===== config.mk =====
export PLATFORM = sky130hd
export DESIGN_NAME = reg_access_stage
export DESIGN_NICKNAME = d
export VERILOG_FILES = /design/src/common/reg_access_pkg.sv /design/src/rtl/reg_access_stage.sv /design/src/rtl/stack_pointer_unit.sv /design/src/rtl/hazard_scoreboard.sv /design/src/regfile/segment_file.sv /design/src/regfile/gpr_file.sv
export SDC_FILE = /design/constraint.sdc
export NUM_CORES = 1
export LEC_CHECK = 0
export ABC_AREA = 1
export BUFFER_PORTS_ARGS = -buffer_cell sky130_fd_sc_hd__buf_2
export CORE_ASPECT_RATIO = 0.5
export CORE_MARGIN = 3
export CORE_UTILIZATION = 50
export CTS_CLUSTER_DIAMETER = 100
export DETAILED_ROUTE_END_ITERATION = 12
export PLACE_DENSITY_LB_ADDON = 0.1
export SETUP_SLACK_MARGIN = 0.3
export SYNTH_ARGS = -nofsm -noshare
export SYNTH_HDL_FRONTEND = slang
export SYNTH_SLANG_ARGS = --single-unit
export TNS_END_PERCENT = 30

===== constraint.sdc =====
create_clock -name clk -period 10.3 [get_ports clk]
set_input_delay 0.515 -clock clk [delete_from_list [all_inputs] [get_ports clk]]
set_output_delay 0.515 -clock clk [all_outputs]
set_load 0.02 [all_outputs]

===== src/common/reg_access_pkg.sv =====
// Shared types and sizes for the register access stage.
// The writeback register field is named reg_num, because reg is a keyword.
// Segment numbers 6 and 7 do not name a register. Reads of them return zero.
`default_nettype none

package reg_access_pkg;

    localparam int num_gpr = 8;
    localparam int num_seg = 6;
    localparam int pending_cnt_w = 2;

    typedef logic [2:0] reg_idx_t;

    localparam reg_idx_t esp_idx = 3'd4;

    typedef enum logic [1:0] {
        size_byte  = 2'd0,
        size_word  = 2'd1,
        size_dword = 2'd2
    } op_size_e;

    // Encoding 4 selects the ModRM r/m field as the register number
    typedef enum logic [2:0] {
        kind_none       = 3'd0,
        kind_decode_reg = 3'd1,
        kind_imm        = 3'd2,
        kind_mem        = 3'd3,
        kind_modrm_reg  = 3'd4
    } operand_kind_e;

    typedef enum logic [1:0] {
        stack_none = 2'd0,
        stack_push = 2'd1,
        stack_pop  = 2'd2
    } stack_op_e;

    typedef enum logic [2:0] {
        seg_es = 3'd0,
        seg_cs = 3'd1,
        seg_ss = 3'd2,
        seg_ds = 3'd3,
        seg_fs = 3'd4,
        seg_gs = 3'd5
    } seg_idx_e;

    typedef struct packed {
        op_size_e      size;
        operand_kind_e op0_kind;
        operand_kind_e op1_kind;
        reg_idx_t      op0_reg;
        reg_idx_t      op1_reg;
        logic [7:0]    modrm;
        logic [31:0]   imm;
        logic [31:0]   disp;
        logic [3:0]    alu_op;
        stack_op_e     stack_op;
        seg_idx_e      seg_override;
        logic          seg_override_valid;
        reg_idx_t      dest_reg;
        logic          dest_valid;
        logic [31:0]   pc;
    } decode_bundle_t;

    typedef struct packed {
        op_size_e      size;
        operand_kind_e op0_kind;
        operand_kind_e op1_kind;
        reg_idx_t      op0_reg;
        reg_idx_t      op1_reg;
        logic [7:0]    modrm;
        logic [31:0]   imm;
        logic [31:0]   disp;
        logic [3:0]    alu_op;
        stack_op_e     stack_op;
        seg_idx_e      seg_override;
        logic          seg_override_valid;
        logic [31:0]   pc;
        reg_idx_t      src0_reg;
        reg_idx_t      src1_reg;
        logic [31:0]   op0_value;
        logic [31:0]   op1_value;
        logic [15:0]   seg_value;
        logic [31:0]   stack_address;
    } issue_bundle_t;

    typedef struct packed {
        logic        en;
        logic        stack;
        reg_idx_t    reg_num;
        op_size_e    size;
        logic [31:0] data;
    } gpr_wb_t;

    typedef struct packed {
        logic        en;
        seg_idx_e    seg;
        logic [15:0] data;
    } seg_wb_t;

endpackage

`default_nettype wire

===== src/rtl/reg_access_stage.sv =====
// Register access stage between decode and address generation.
// Operands are read in the accept cycle and leave one cycle later.
// d_ready depends on d_valid through the stall, and drops while flush is high.
`default_nettype none

module reg_access_stage
    import reg_access_pkg::*;
(
    input  wire            clk,
    input  wire            rst_n,
    input  wire            flush,
    input  wire            d_valid,
    output logic           d_ready,
    input  decode_bundle_t d_bundle,
    output logic           r_valid,
    input  wire            r_ready,
    output issue_bundle_t  r_bundle,
    input  gpr_wb_t        gpr_wb,
    input  seg_wb_t        seg_wb,
    input  wire            cs_load,
    input  wire     [15:0] cs_value
);

    logic [31:0]    regs [num_gpr];
    logic [15:0]    segs [num_seg];
    decode_bundle_t resolved;
    issue_bundle_t  issue_next;
    reg_idx_t       src0_reg;
    reg_idx_t       src1_reg;
    seg_idx_e       seg_sel;
    logic [15:0]    seg_value;
    logic [31:0]    stack_address;
    logic           stall;
    logic           accept;

    gpr_file u_gpr_file (
        .clk  (clk),
        .rst_n(rst_n),
        .wb   (gpr_wb),
        .regs (regs)
    );

    segment_file u_segment_file (
        .clk     (clk),
        .rst_n   (rst_n),
        .wb      (seg_wb),
        .cs_load (cs_load),
        .cs_value(cs_value),
        .segs    (segs)
    );

    // ModRM kind takes the r/m field as the register number
    assign src0_reg = (d_bundle.op0_kind == kind_modrm_reg) ? d_bundle.modrm[2:0] :
                      d_bundle.op0_reg;
    assign src1_reg = (d_bundle.op1_kind == kind_modrm_reg) ? d_bundle.modrm[2:0] :
                      d_bundle.op1_reg;

    always_comb begin
        resolved         = d_bundle;
        resolved.op0_reg = src0_reg;
        resolved.op1_reg = src1_reg;
    end

    hazard_scoreboard u_hazard_scoreboard (
        .clk     (clk),
        .rst_n   (rst_n),
        .flush   (flush),
        .d_valid (d_valid),
        .d_bundle(resolved),
        .accept  (accept),
        .gpr_wb  (gpr_wb),
        .stall   (stall)
    );

    stack_pointer_unit u_stack_pointer_unit (
        .clk          (clk),
        .rst_n        (rst_n),
        .flush        (flush),
        .accept       (accept),
        .size         (d_bundle.size),
        .stack_op     (d_bundle.stack_op),
        .committed_esp(regs[esp_idx]),
        .ss           (segs[seg_ss]),
        .gpr_wb       (gpr_wb),
        .stack_address(stack_address)
    );

    // Override first, then SS for stack ops, DS otherwise
    always_comb begin
        seg_sel = seg_ds;
        if (d_bundle.seg_override_valid) begin
            seg_sel = d_bundle.seg_override;
        end else if (d_bundle.stack_op != stack_none) begin
            seg_sel = seg_ss;
        end
        seg_value = (int'(seg_sel) < num_seg) ? segs[seg_sel] : 16'd0;
    end

    always_comb begin
        issue_next.size               = d_bundle.size;
        issue_next.op0_kind           = d_bundle.op0_kind;
        issue_next.op1_kind           = d_bundle.op1_kind;
        issue_next.op0_reg            = d_bundle.op0_reg;
        issue_next.op1_reg            = d_bundle.op1_reg;
        issue_next.modrm              = d_bundle.modrm;
        issue_next.imm                = d_bundle.imm;
        issue_next.disp               = d_bundle.disp;
        issue_next.alu_op             = d_bundle.alu_op;
        issue_next.stack_op           = d_bundle.stack_op;
        issue_next.seg_override       = d_bundle.seg_override;
        issue_next.seg_override_valid = d_bundle.seg_override_valid;
        issue_next.pc                 = d_bundle.pc;
        issue_next.src0_reg           = src0_reg;
        issue_next.src1_reg           = src1_reg;
        issue_next.op0_value          = regs[src0_reg];
        issue_next.op1_value          = regs[src1_reg];
        issue_next.seg_value          = seg_value;
        issue_next.stack_address      = stack_address;
    end

    // Flush in ready keeps every handshake an accept
    assign d_ready = !stall && !flush && (!r_valid || r_ready);
    assign accept  = d_valid && d_ready;

    always_ff @(posedge clk or negedge rst_n) begin
        if (!rst_n) begin
            r_valid <= 1'b0;
        end else if (flush) begin
            r_valid <= 1'b0;
        end else if (accept) begin
            r_valid <= 1'b1;
        end else if (r_ready) begin
            r_valid <= 1'b0;
        end
    end

    // Payload only moves on an accept
    always_ff @(posedge clk) begin
        if (accept) begin
            r_bundle <= issue_next;
        end
    end

endmodule

`default_nettype wire


===== src/rtl/stack_pointer_unit.sv =====
// Working ESP for PUSH and POP, running ahead of the committed ESP.
// A byte-sized writeback to number 4 hits AH and leaves the working ESP alone.
// On flush the committed value is taken as it stands before that edge.
`default_nettype none

module stack_pointer_unit
    import reg_access_pkg::*;
(
    input  wire         clk,
    input  wire         rst_n,
    input  wire         flush,
    input  wire         accept,
    input  op_size_e    size,
    input  stack_op_e   stack_op,
    input  wire  [31:0] committed_esp,
    input  wire  [15:0] ss,
    input  gpr_wb_t     gpr_wb,
    output logic [31:0] stack_address
);

    logic [31:0] work_esp;
    logic [31:0] step;
    logic [31:0] pushed_esp;
    logic [31:0] popped_esp;
    logic [31:0] offset;
    logic [31:0] seg_base;
    logic        esp_wb;
    logic [31:0] esp_wb_value;

    // Byte pushes move the pointer by 2, like word
    assign step       = (size == size_dword) ? 32'd4 : 32'd2;
    assign pushed_esp = work_esp - step;
    assign popped_esp = work_esp + step;

    assign esp_wb = gpr_wb.en && !gpr_wb.stack && (gpr_wb.reg_num == esp_idx) &&
                    (gpr_wb.size != size_byte);
    assign esp_wb_value = (gpr_wb.size == size_dword) ? gpr_wb.data :
                          {work_esp[31:16], gpr_wb.data[15:0]};

    always_ff @(posedge clk or negedge rst_n) begin
        if (!rst_n) begin
            work_esp <= '0;
        end else if (flush) begin
            work_esp <= committed_esp;
        end else if (esp_wb) begin
            work_esp <= esp_wb_value;
        end else if (accept && (stack_op == stack_push)) begin
            work_esp <= pushed_esp;
        end else if (accept && (stack_op == stack_pop)) begin
            work_esp <= popped_esp;
        end
    end

    // Push addresses the new top, pop the old one
    assign offset        = (stack_op == stack_push) ? pushed_esp : work_esp;
    assign seg_base      = {12'd0, ss, 4'd0};
    assign stack_address = seg_base + offset;

endmodule

`default_nettype wire


===== src/rtl/hazard_scoreboard.sv =====
// Pending-write counters for the general registers and the stall decision.
// Counters neither saturate nor guard against underflow. Decode keeps at most
// three writes in flight to one register. Sources arrive already resolved.
`default_nettype none

module hazard_scoreboard
    import reg_access_pkg::*;
(
    input  wire            clk,
    input  wire            rst_n,
    input  wire            flush,
    input  wire            d_valid,
    input  decode_bundle_t d_bundle,
    input  wire            accept,
    input  gpr_wb_t        gpr_wb,
    output logic           stall
);

    logic [pending_cnt_w-1:0] pend_cnt [num_gpr];
    logic [num_gpr-1:0]       inc_vec;
    logic [num_gpr-1:0]       dec_vec;
    logic                     src0_used;
    logic                     src1_used;
    logic                     esp_used;
    logic                     src0_busy;
    logic                     src1_busy;
    logic                     esp_busy;

    always_comb begin
        for (int i = 0; i < num_gpr; i++) begin
            inc_vec[i] = accept && d_bundle.dest_valid && (d_bundle.dest_reg == reg_idx_t'(i));
            dec_vec[i] = gpr_wb.en && !gpr_wb.stack && (gpr_wb.reg_num == reg_idx_t'(i));
        end
    end

    always_ff @(posedge clk or negedge rst_n) begin
        if (!rst_n) begin
            for (int i = 0; i < num_gpr; i++) begin
                pend_cnt[i] <= '0;
            end
        end else if (flush) begin
            for (int i = 0; i < num_gpr; i++) begin
                pend_cnt[i] <= '0;
            end
        end else begin
            // Same-edge increment and decrement cancel out
            for (int i = 0; i < num_gpr; i++) begin
                if (inc_vec[i] && !dec_vec[i]) begin
                    pend_cnt[i] <= pend_cnt[i] + 1'b1;
                end else if (dec_vec[i] && !inc_vec[i]) begin
                    pend_cnt[i] <= pend_cnt[i] - 1'b1;
                end
            end
        end
    end

    // A source counts only when it names a register
    assign src0_used = (d_bundle.op0_kind == kind_decode_reg) ||
                       (d_bundle.op0_kind == kind_modrm_reg);
    assign src1_used = (d_bundle.op1_kind == kind_decode_reg) ||
                       (d_bundle.op1_kind == kind_modrm_reg);
    assign esp_used  = (d_bundle.stack_op == stack_push) ||
                       (d_bundle.stack_op == stack_pop);

    assign src0_busy = src0_used && (pend_cnt[d_bundle.op0_reg] != '0);
    assign src1_busy = src1_used && (pend_cnt[d_bundle.op1_reg] != '0);
    assign esp_busy  = esp_used && (pend_cnt[esp_idx] != '0);

    assign stall = d_valid && (src0_busy || src1_busy || esp_busy);

endmodule

`default_nettype wire


===== src/regfile/segment_file.sv =====
// Six 16-bit segment registers, all read in parallel.
// Writes to numbers 6 and 7 are dropped. A direct CS load wins over a
// writeback to CS on the same edge.
`default_nettype none

module segment_file
    import reg_access_pkg::*;
(
    input  wire         clk,
    input  wire         rst_n,
    input  seg_wb_t     wb,
    input  wire         cs_load,
    input  wire  [15:0] cs_value,
    output logic [15:0] segs [num_seg]
);

    logic wb_hit;

    assign wb_hit = wb.en && (int'(wb.seg) < num_seg);

    always_ff @(posedge clk or negedge rst_n) begin
        if (!rst_n) begin
            for (int i = 0; i < num_seg; i++) begin
                segs[i] <= '0;
            end
        end else begin
            if (wb_hit) begin
                segs[wb.seg] <= wb.data;
            end
            // Far jump target, last so it overrides the writeback
            if (cs_load) begin
                segs[seg_cs] <= cs_value;
            end
        end
    end

endmodule

`default_nettype wire


===== src/regfile/gpr_file.sv =====
// Eight 32-bit general registers, all read in parallel.
// A byte write to numbers 4..7 lands in AH, CH, DH or BH.
// A write with the stack bit set is applied like any other write.
`default_nettype none

module gpr_file
    import reg_access_pkg::*;
(
    input  wire         clk,
    input  wire         rst_n,
    input  gpr_wb_t     wb,
    output logic [31:0] regs [num_gpr]
);

    // Byte writes to 4..7 go to the high byte of register minus 4
    reg_idx_t   byte_target;
    logic       byte_high;
    logic [7:0] byte_data;

    assign byte_high   = wb.reg_num[2];
    assign byte_target = {1'b0, wb.reg_num[1:0]};
    assign byte_data   = wb.data[7:0];

    always_ff @(posedge clk or negedge rst_n) begin
        if (!rst_n) begin
            for (int i = 0; i < num_gpr; i++) begin
                regs[i] <= '0;
            end
        end else if (wb.en) begin
            case (wb.size)
                size_dword: begin
                    regs[wb.reg_num] <= wb.data;
                end
                size_word: begin
                    regs[wb.reg_num][15:0] <= wb.data[15:0];
                end
                size_byte: begin
                    if (byte_high) begin
                        regs[byte_target][15:8] <= byte_data;
                    end else begin
                        regs[byte_target][7:0] <= byte_data;
                    end
                end
                default: begin
                    // Undefined size code, no write
                end
            endcase
        end
    end

endmodule

`default_nettype wire


==> out/qor.csv <==
metric;value;unit
syn_area;0.03260;sq mm
seq_area_frac_synth;53.44;%
cts_made_buffers;58;
highest-signal-layer;met5;
path_clk_slew;0.07;ns
worst_r2r_startpoint;u_stack_pointer_unit.work_esp[2];
min_path_cells;1;
cts_buffer_depth;3;
post-synth-top-area-fraction;30.78;%
globalplace.congestion;0.9194;
routed_wirelength;102400;um
die_height;186.6;um
port_buffers;460;
path_cells;ha_1 > inv_1 > o21ai_1 > xor2_1 > o21ai_0 > ha_1 > inv_1 > fa_1 > o21ai_0 > a21boi_1 > o21bai_1 > a31oi_1 > o21ai_1 > nand3_1 > nor2_2 > nand2_1 > xor2_1;
fraction_of_the_cycle_the_final_worst_path_needs;42.07;%
cts_tree;yes;
initial_utilization;51.13;%
dpl.hpwl;68970;um
finish.utilization;58.68;%
synth_area_per_cell;8.568;sq um
max_freq;0.2308;GHz
worst-r2r-setup-slack;5.97;ns
p_int;0.004872;W
slew_margin_rel;16.00;%
clk_root_buffer_cell;clkbuf_16;
drive_above_1_share;15.86;%
total_switching_power;0.002357;W
worst-setup-path-type;reg2reg;
route.antenna.remaining_nets;0;
fin_crit;4.334;ns
ys_top_cells_by_area;dfrtp_1 (31%), edfxtp_1 (23%), nand2_1 (9.2%);
floorplan.rows;65;
static-leakage-power;16.70;nW
route.met2.wl;46890;um
crit_path_max_incr_delay;0.43;ns
synth-simple-area-share;16.58;%
grt_remaining_overflow;0;
comb_power_share;21.9;%
synth.area.mux_share;0;%
ys_async_sr_fraction;61.98;%
cp_top_family;compound AO/OA/AOI/OAI gates;
slowest_stage;dfrtp_1;
synth-compound-area-share;19.63;%
holdPathEnd;r_bundle[136];
total_power_per_unit_cell_area;193.2;mW/mm^2
synth_top_family_by_area;compound AO/OA/AOI/OAI gates;
tightestPinTransition;1.259;ns
max-cap-violations;0;
grt_antenna_before_repair;3;
crit_buf_inv;2;
synthCells;3805;
met1_length;43380;um
final_clock_skew;0.03141;ns
synthesis.yosys.warnings;0;
placed_inst_area;0.03550;sq mm
track_usage;29.30;%
grt_first_pass_wirelength;159900;um
power.ir.vdd_worst;0.1404;mV
h-tree-depth;2;
sinks_on_clock_net;647;
timing.critical_path.fanout_max;5;
synth_edf_count;246;
endpoint_kind;flip-flop;
die-area;0.06849;sq mm
pwr-share-seq;47.3;%
route.met3.wl;9889;um
largest_net_degree_at_the_start_of_global_routing;163;
final_max_slew_viol_count;0;
startpoint_type;flip-flop;
arrival;4.70;ns
vias;28849;
finalHoldViolations;0;
yosys.area.top_type;dfrtp_1;
setup_total_negative_slack;0;ns
grt_setup_unrepaired;false;
insertion_delay;0.64;ns
power.share.switching;32.60;%
design.final.nets;4371;
yosysUniqueCellTypes;51;
postSynthRegisterBits;647;
synth-main-ff-cell;dfrtp_1;
post_synth_fa_ha_maj_area_fraction;1.067;%
setup_viol;0;
grt_pass1_vias;27300;
drt_iter0_drc;3000;
synth.net_count;4044;
hold_crit_start;d_bundle[18];
critPathRequiredTime;10.67;ns
detail_route.vias_per_cell;5.709;
crit-reg2reg-capture;r_bundle[30];
syn_to_final_growth;14.76;%
synth-xor-area-share;2.042;%
status;finished clean;
clock_power_share;30.7;%
hold_path.class;in2reg;
postLayoutCellArea;0.03741;sq mm
drc;0;
wl_per_cell;20.26;um
detail_route.first_pass.iterations;8;
die_w;367.1;um
fp.coreArea;0.06376;sq mm
r2r_cells;17;
top_level_ports;461;
## cell usage after synthesis (23+ instances only)
library cell  count
xor2_1           68
o32a_1           54
o211ai_1        102
o21ai_0         541
o22ai_1          37
edfxtp_1        246
nand2_1         802
clkbuf_1        208
ha_1             23
nand3_1         118
dfrtp_1         401
inv_1           364
nor2_1          305
nand4_1          35
a21oi_1         290
## worst register-to-register path, stage by stage, from the launching register on
cell	delay, ns
dfrtp_1	0.43
ha_1	0.32
inv_1	0.04
o21ai_1	0.34
xor2_1	0.15
o21ai_0	0.21
ha_1	0.21
inv_1	0.06
fa_1	0.42
o21ai_0	0.34
a21boi_1	0.18
o21bai_1	0.24
a31oi_1	0.20
o21ai_1	0.29
nand3_1	0.20
nor2_2	0.20
nand2_1	0.09
xor2_1	0.14
## placed cells by master, fill, tap and decap left out, drive strengths merged, types with 16 or more instances in the layout
cell type / netlist / final
a21oi: 291 / 291
buf: 25 / 499
clkbuf: 208 / 82
clkinv: 8 / 25
dfrtp: 401 / 401
edfxtp: 246 / 246
ha: 23 / 23
inv: 378 / 382
nand2: 811 / 811
nand3: 125 / 125
nand4: 35 / 35
nor2: 323 / 323
o211ai: 102 / 102
o21ai: 564 / 564
o221ai: 21 / 21
o22ai: 37 / 37
o31ai: 16 / 16
o32a: 54 / 54
xor2: 68 / 68
## cells by family (layout without fill, tap and decap cells)
logic type	after synthesis	in the layout
simple gates	1316	1316
compound gates	1121	1121
flops	647	647
buf+inv	619	995
xor+xnor	76	76
fa+ha+maj	26	26
other cells	0	1
## timing repair
| item | CTS | global route |
|---|---|---|
| setup buffers | 0 | 0 |
| hold endpoints to repair | 13 | 0 |
| hold buffers | 1 | 0 |
| gates resized for setup | 0 | 0 |
## cell type report
cell class / instances / area [sq um]
Fill cell: 5855 / 26350
Tap cell: 871 / 1090
Clock inverter: 27 / 242.7
Timing Repair Buffer: 500 / 2628
Inverter: 386 / 1449
Sequential cell: 647 / 17420
Clock buffer: 82 / 1663
Antenna cell: 1 / 2.502
Multi-Input combinational cell: 2539 / 12920
## state kept, by name (all words and copies together), names as in the netlist
| signal | cells |
|---|---|
| r_valid | 1 |
| r_bundle | 246 |
| u_gpr_file.regs | 256 |
| u_hazard_scoreboard.pend_cnt | 16 |
| u_segment_file.segs | 96 |
| u_stack_pointer_unit.work_esp | 32 |
## how the worst max path moves through the flow
stage               cells past startpoint                           endpoint                        startpoint  slack [ns]
finish                                 17                       r_bundle[30]  u_stack_pointer_unit.work_esp[2]        5.97
global route                           19                       r_bundle[30]                      d_bundle[41]        5.58
CTS                                    17                       r_bundle[30]  u_stack_pointer_unit.work_esp[2]        6.01
detailed placement                     19                       r_bundle[30]                      d_bundle[41]        5.39
global placement                       19                       r_bundle[30]                      d_bundle[41]        5.47
floorplan                              17  u_stack_pointer_unit.work_esp[19]                     d_bundle[125]        1.79
## metrics by stage
| step | worst slack (ns) | instances | total power, W | hold WS (ns) |
|---|---|---|---|---|
| floorplan | 1.795 | 3805 | 0.004482 | 0.2194 |
| global placement | 5.469 | 4942 | 0.004978 | 0.4573 |
| detailed placement | 5.386 | 4942 | 0.005031 | 0.4526 |
| CTS | 6.008 | 5052 | 0.007251 | 0.01993 |
| global route | 5.577 | 5052 | 0.007628 | 0.02042 |
| finish | 5.966 | 5053 | 0.007230 | 0.05121 |
## power groups by stage
stage	Combinational, W	Clock [W]	Sequential (W)
finish	0.00159	0.00222	0.00342
global placement	0.00153	0	0.00345
CTS	0.00158	0.00226	0.00341
floorplan	0.00103	0	0.00345
global route	0.00179	0.00237	0.00347
detailed placement	0.00157	0	0.00346
## routing by layer
| layer | track usage [%] | up-vias |
|---|---|---|
| li1 | - | 13571 |
| met1 | 40.76 | 13756 |
| met2 | 46.80 | 1335 |
| met3 | 6.978 | 179 |
| met4 | 6.584 | 8 |
| met5 | 0 | - |
(Power assumes the default switching activity.)
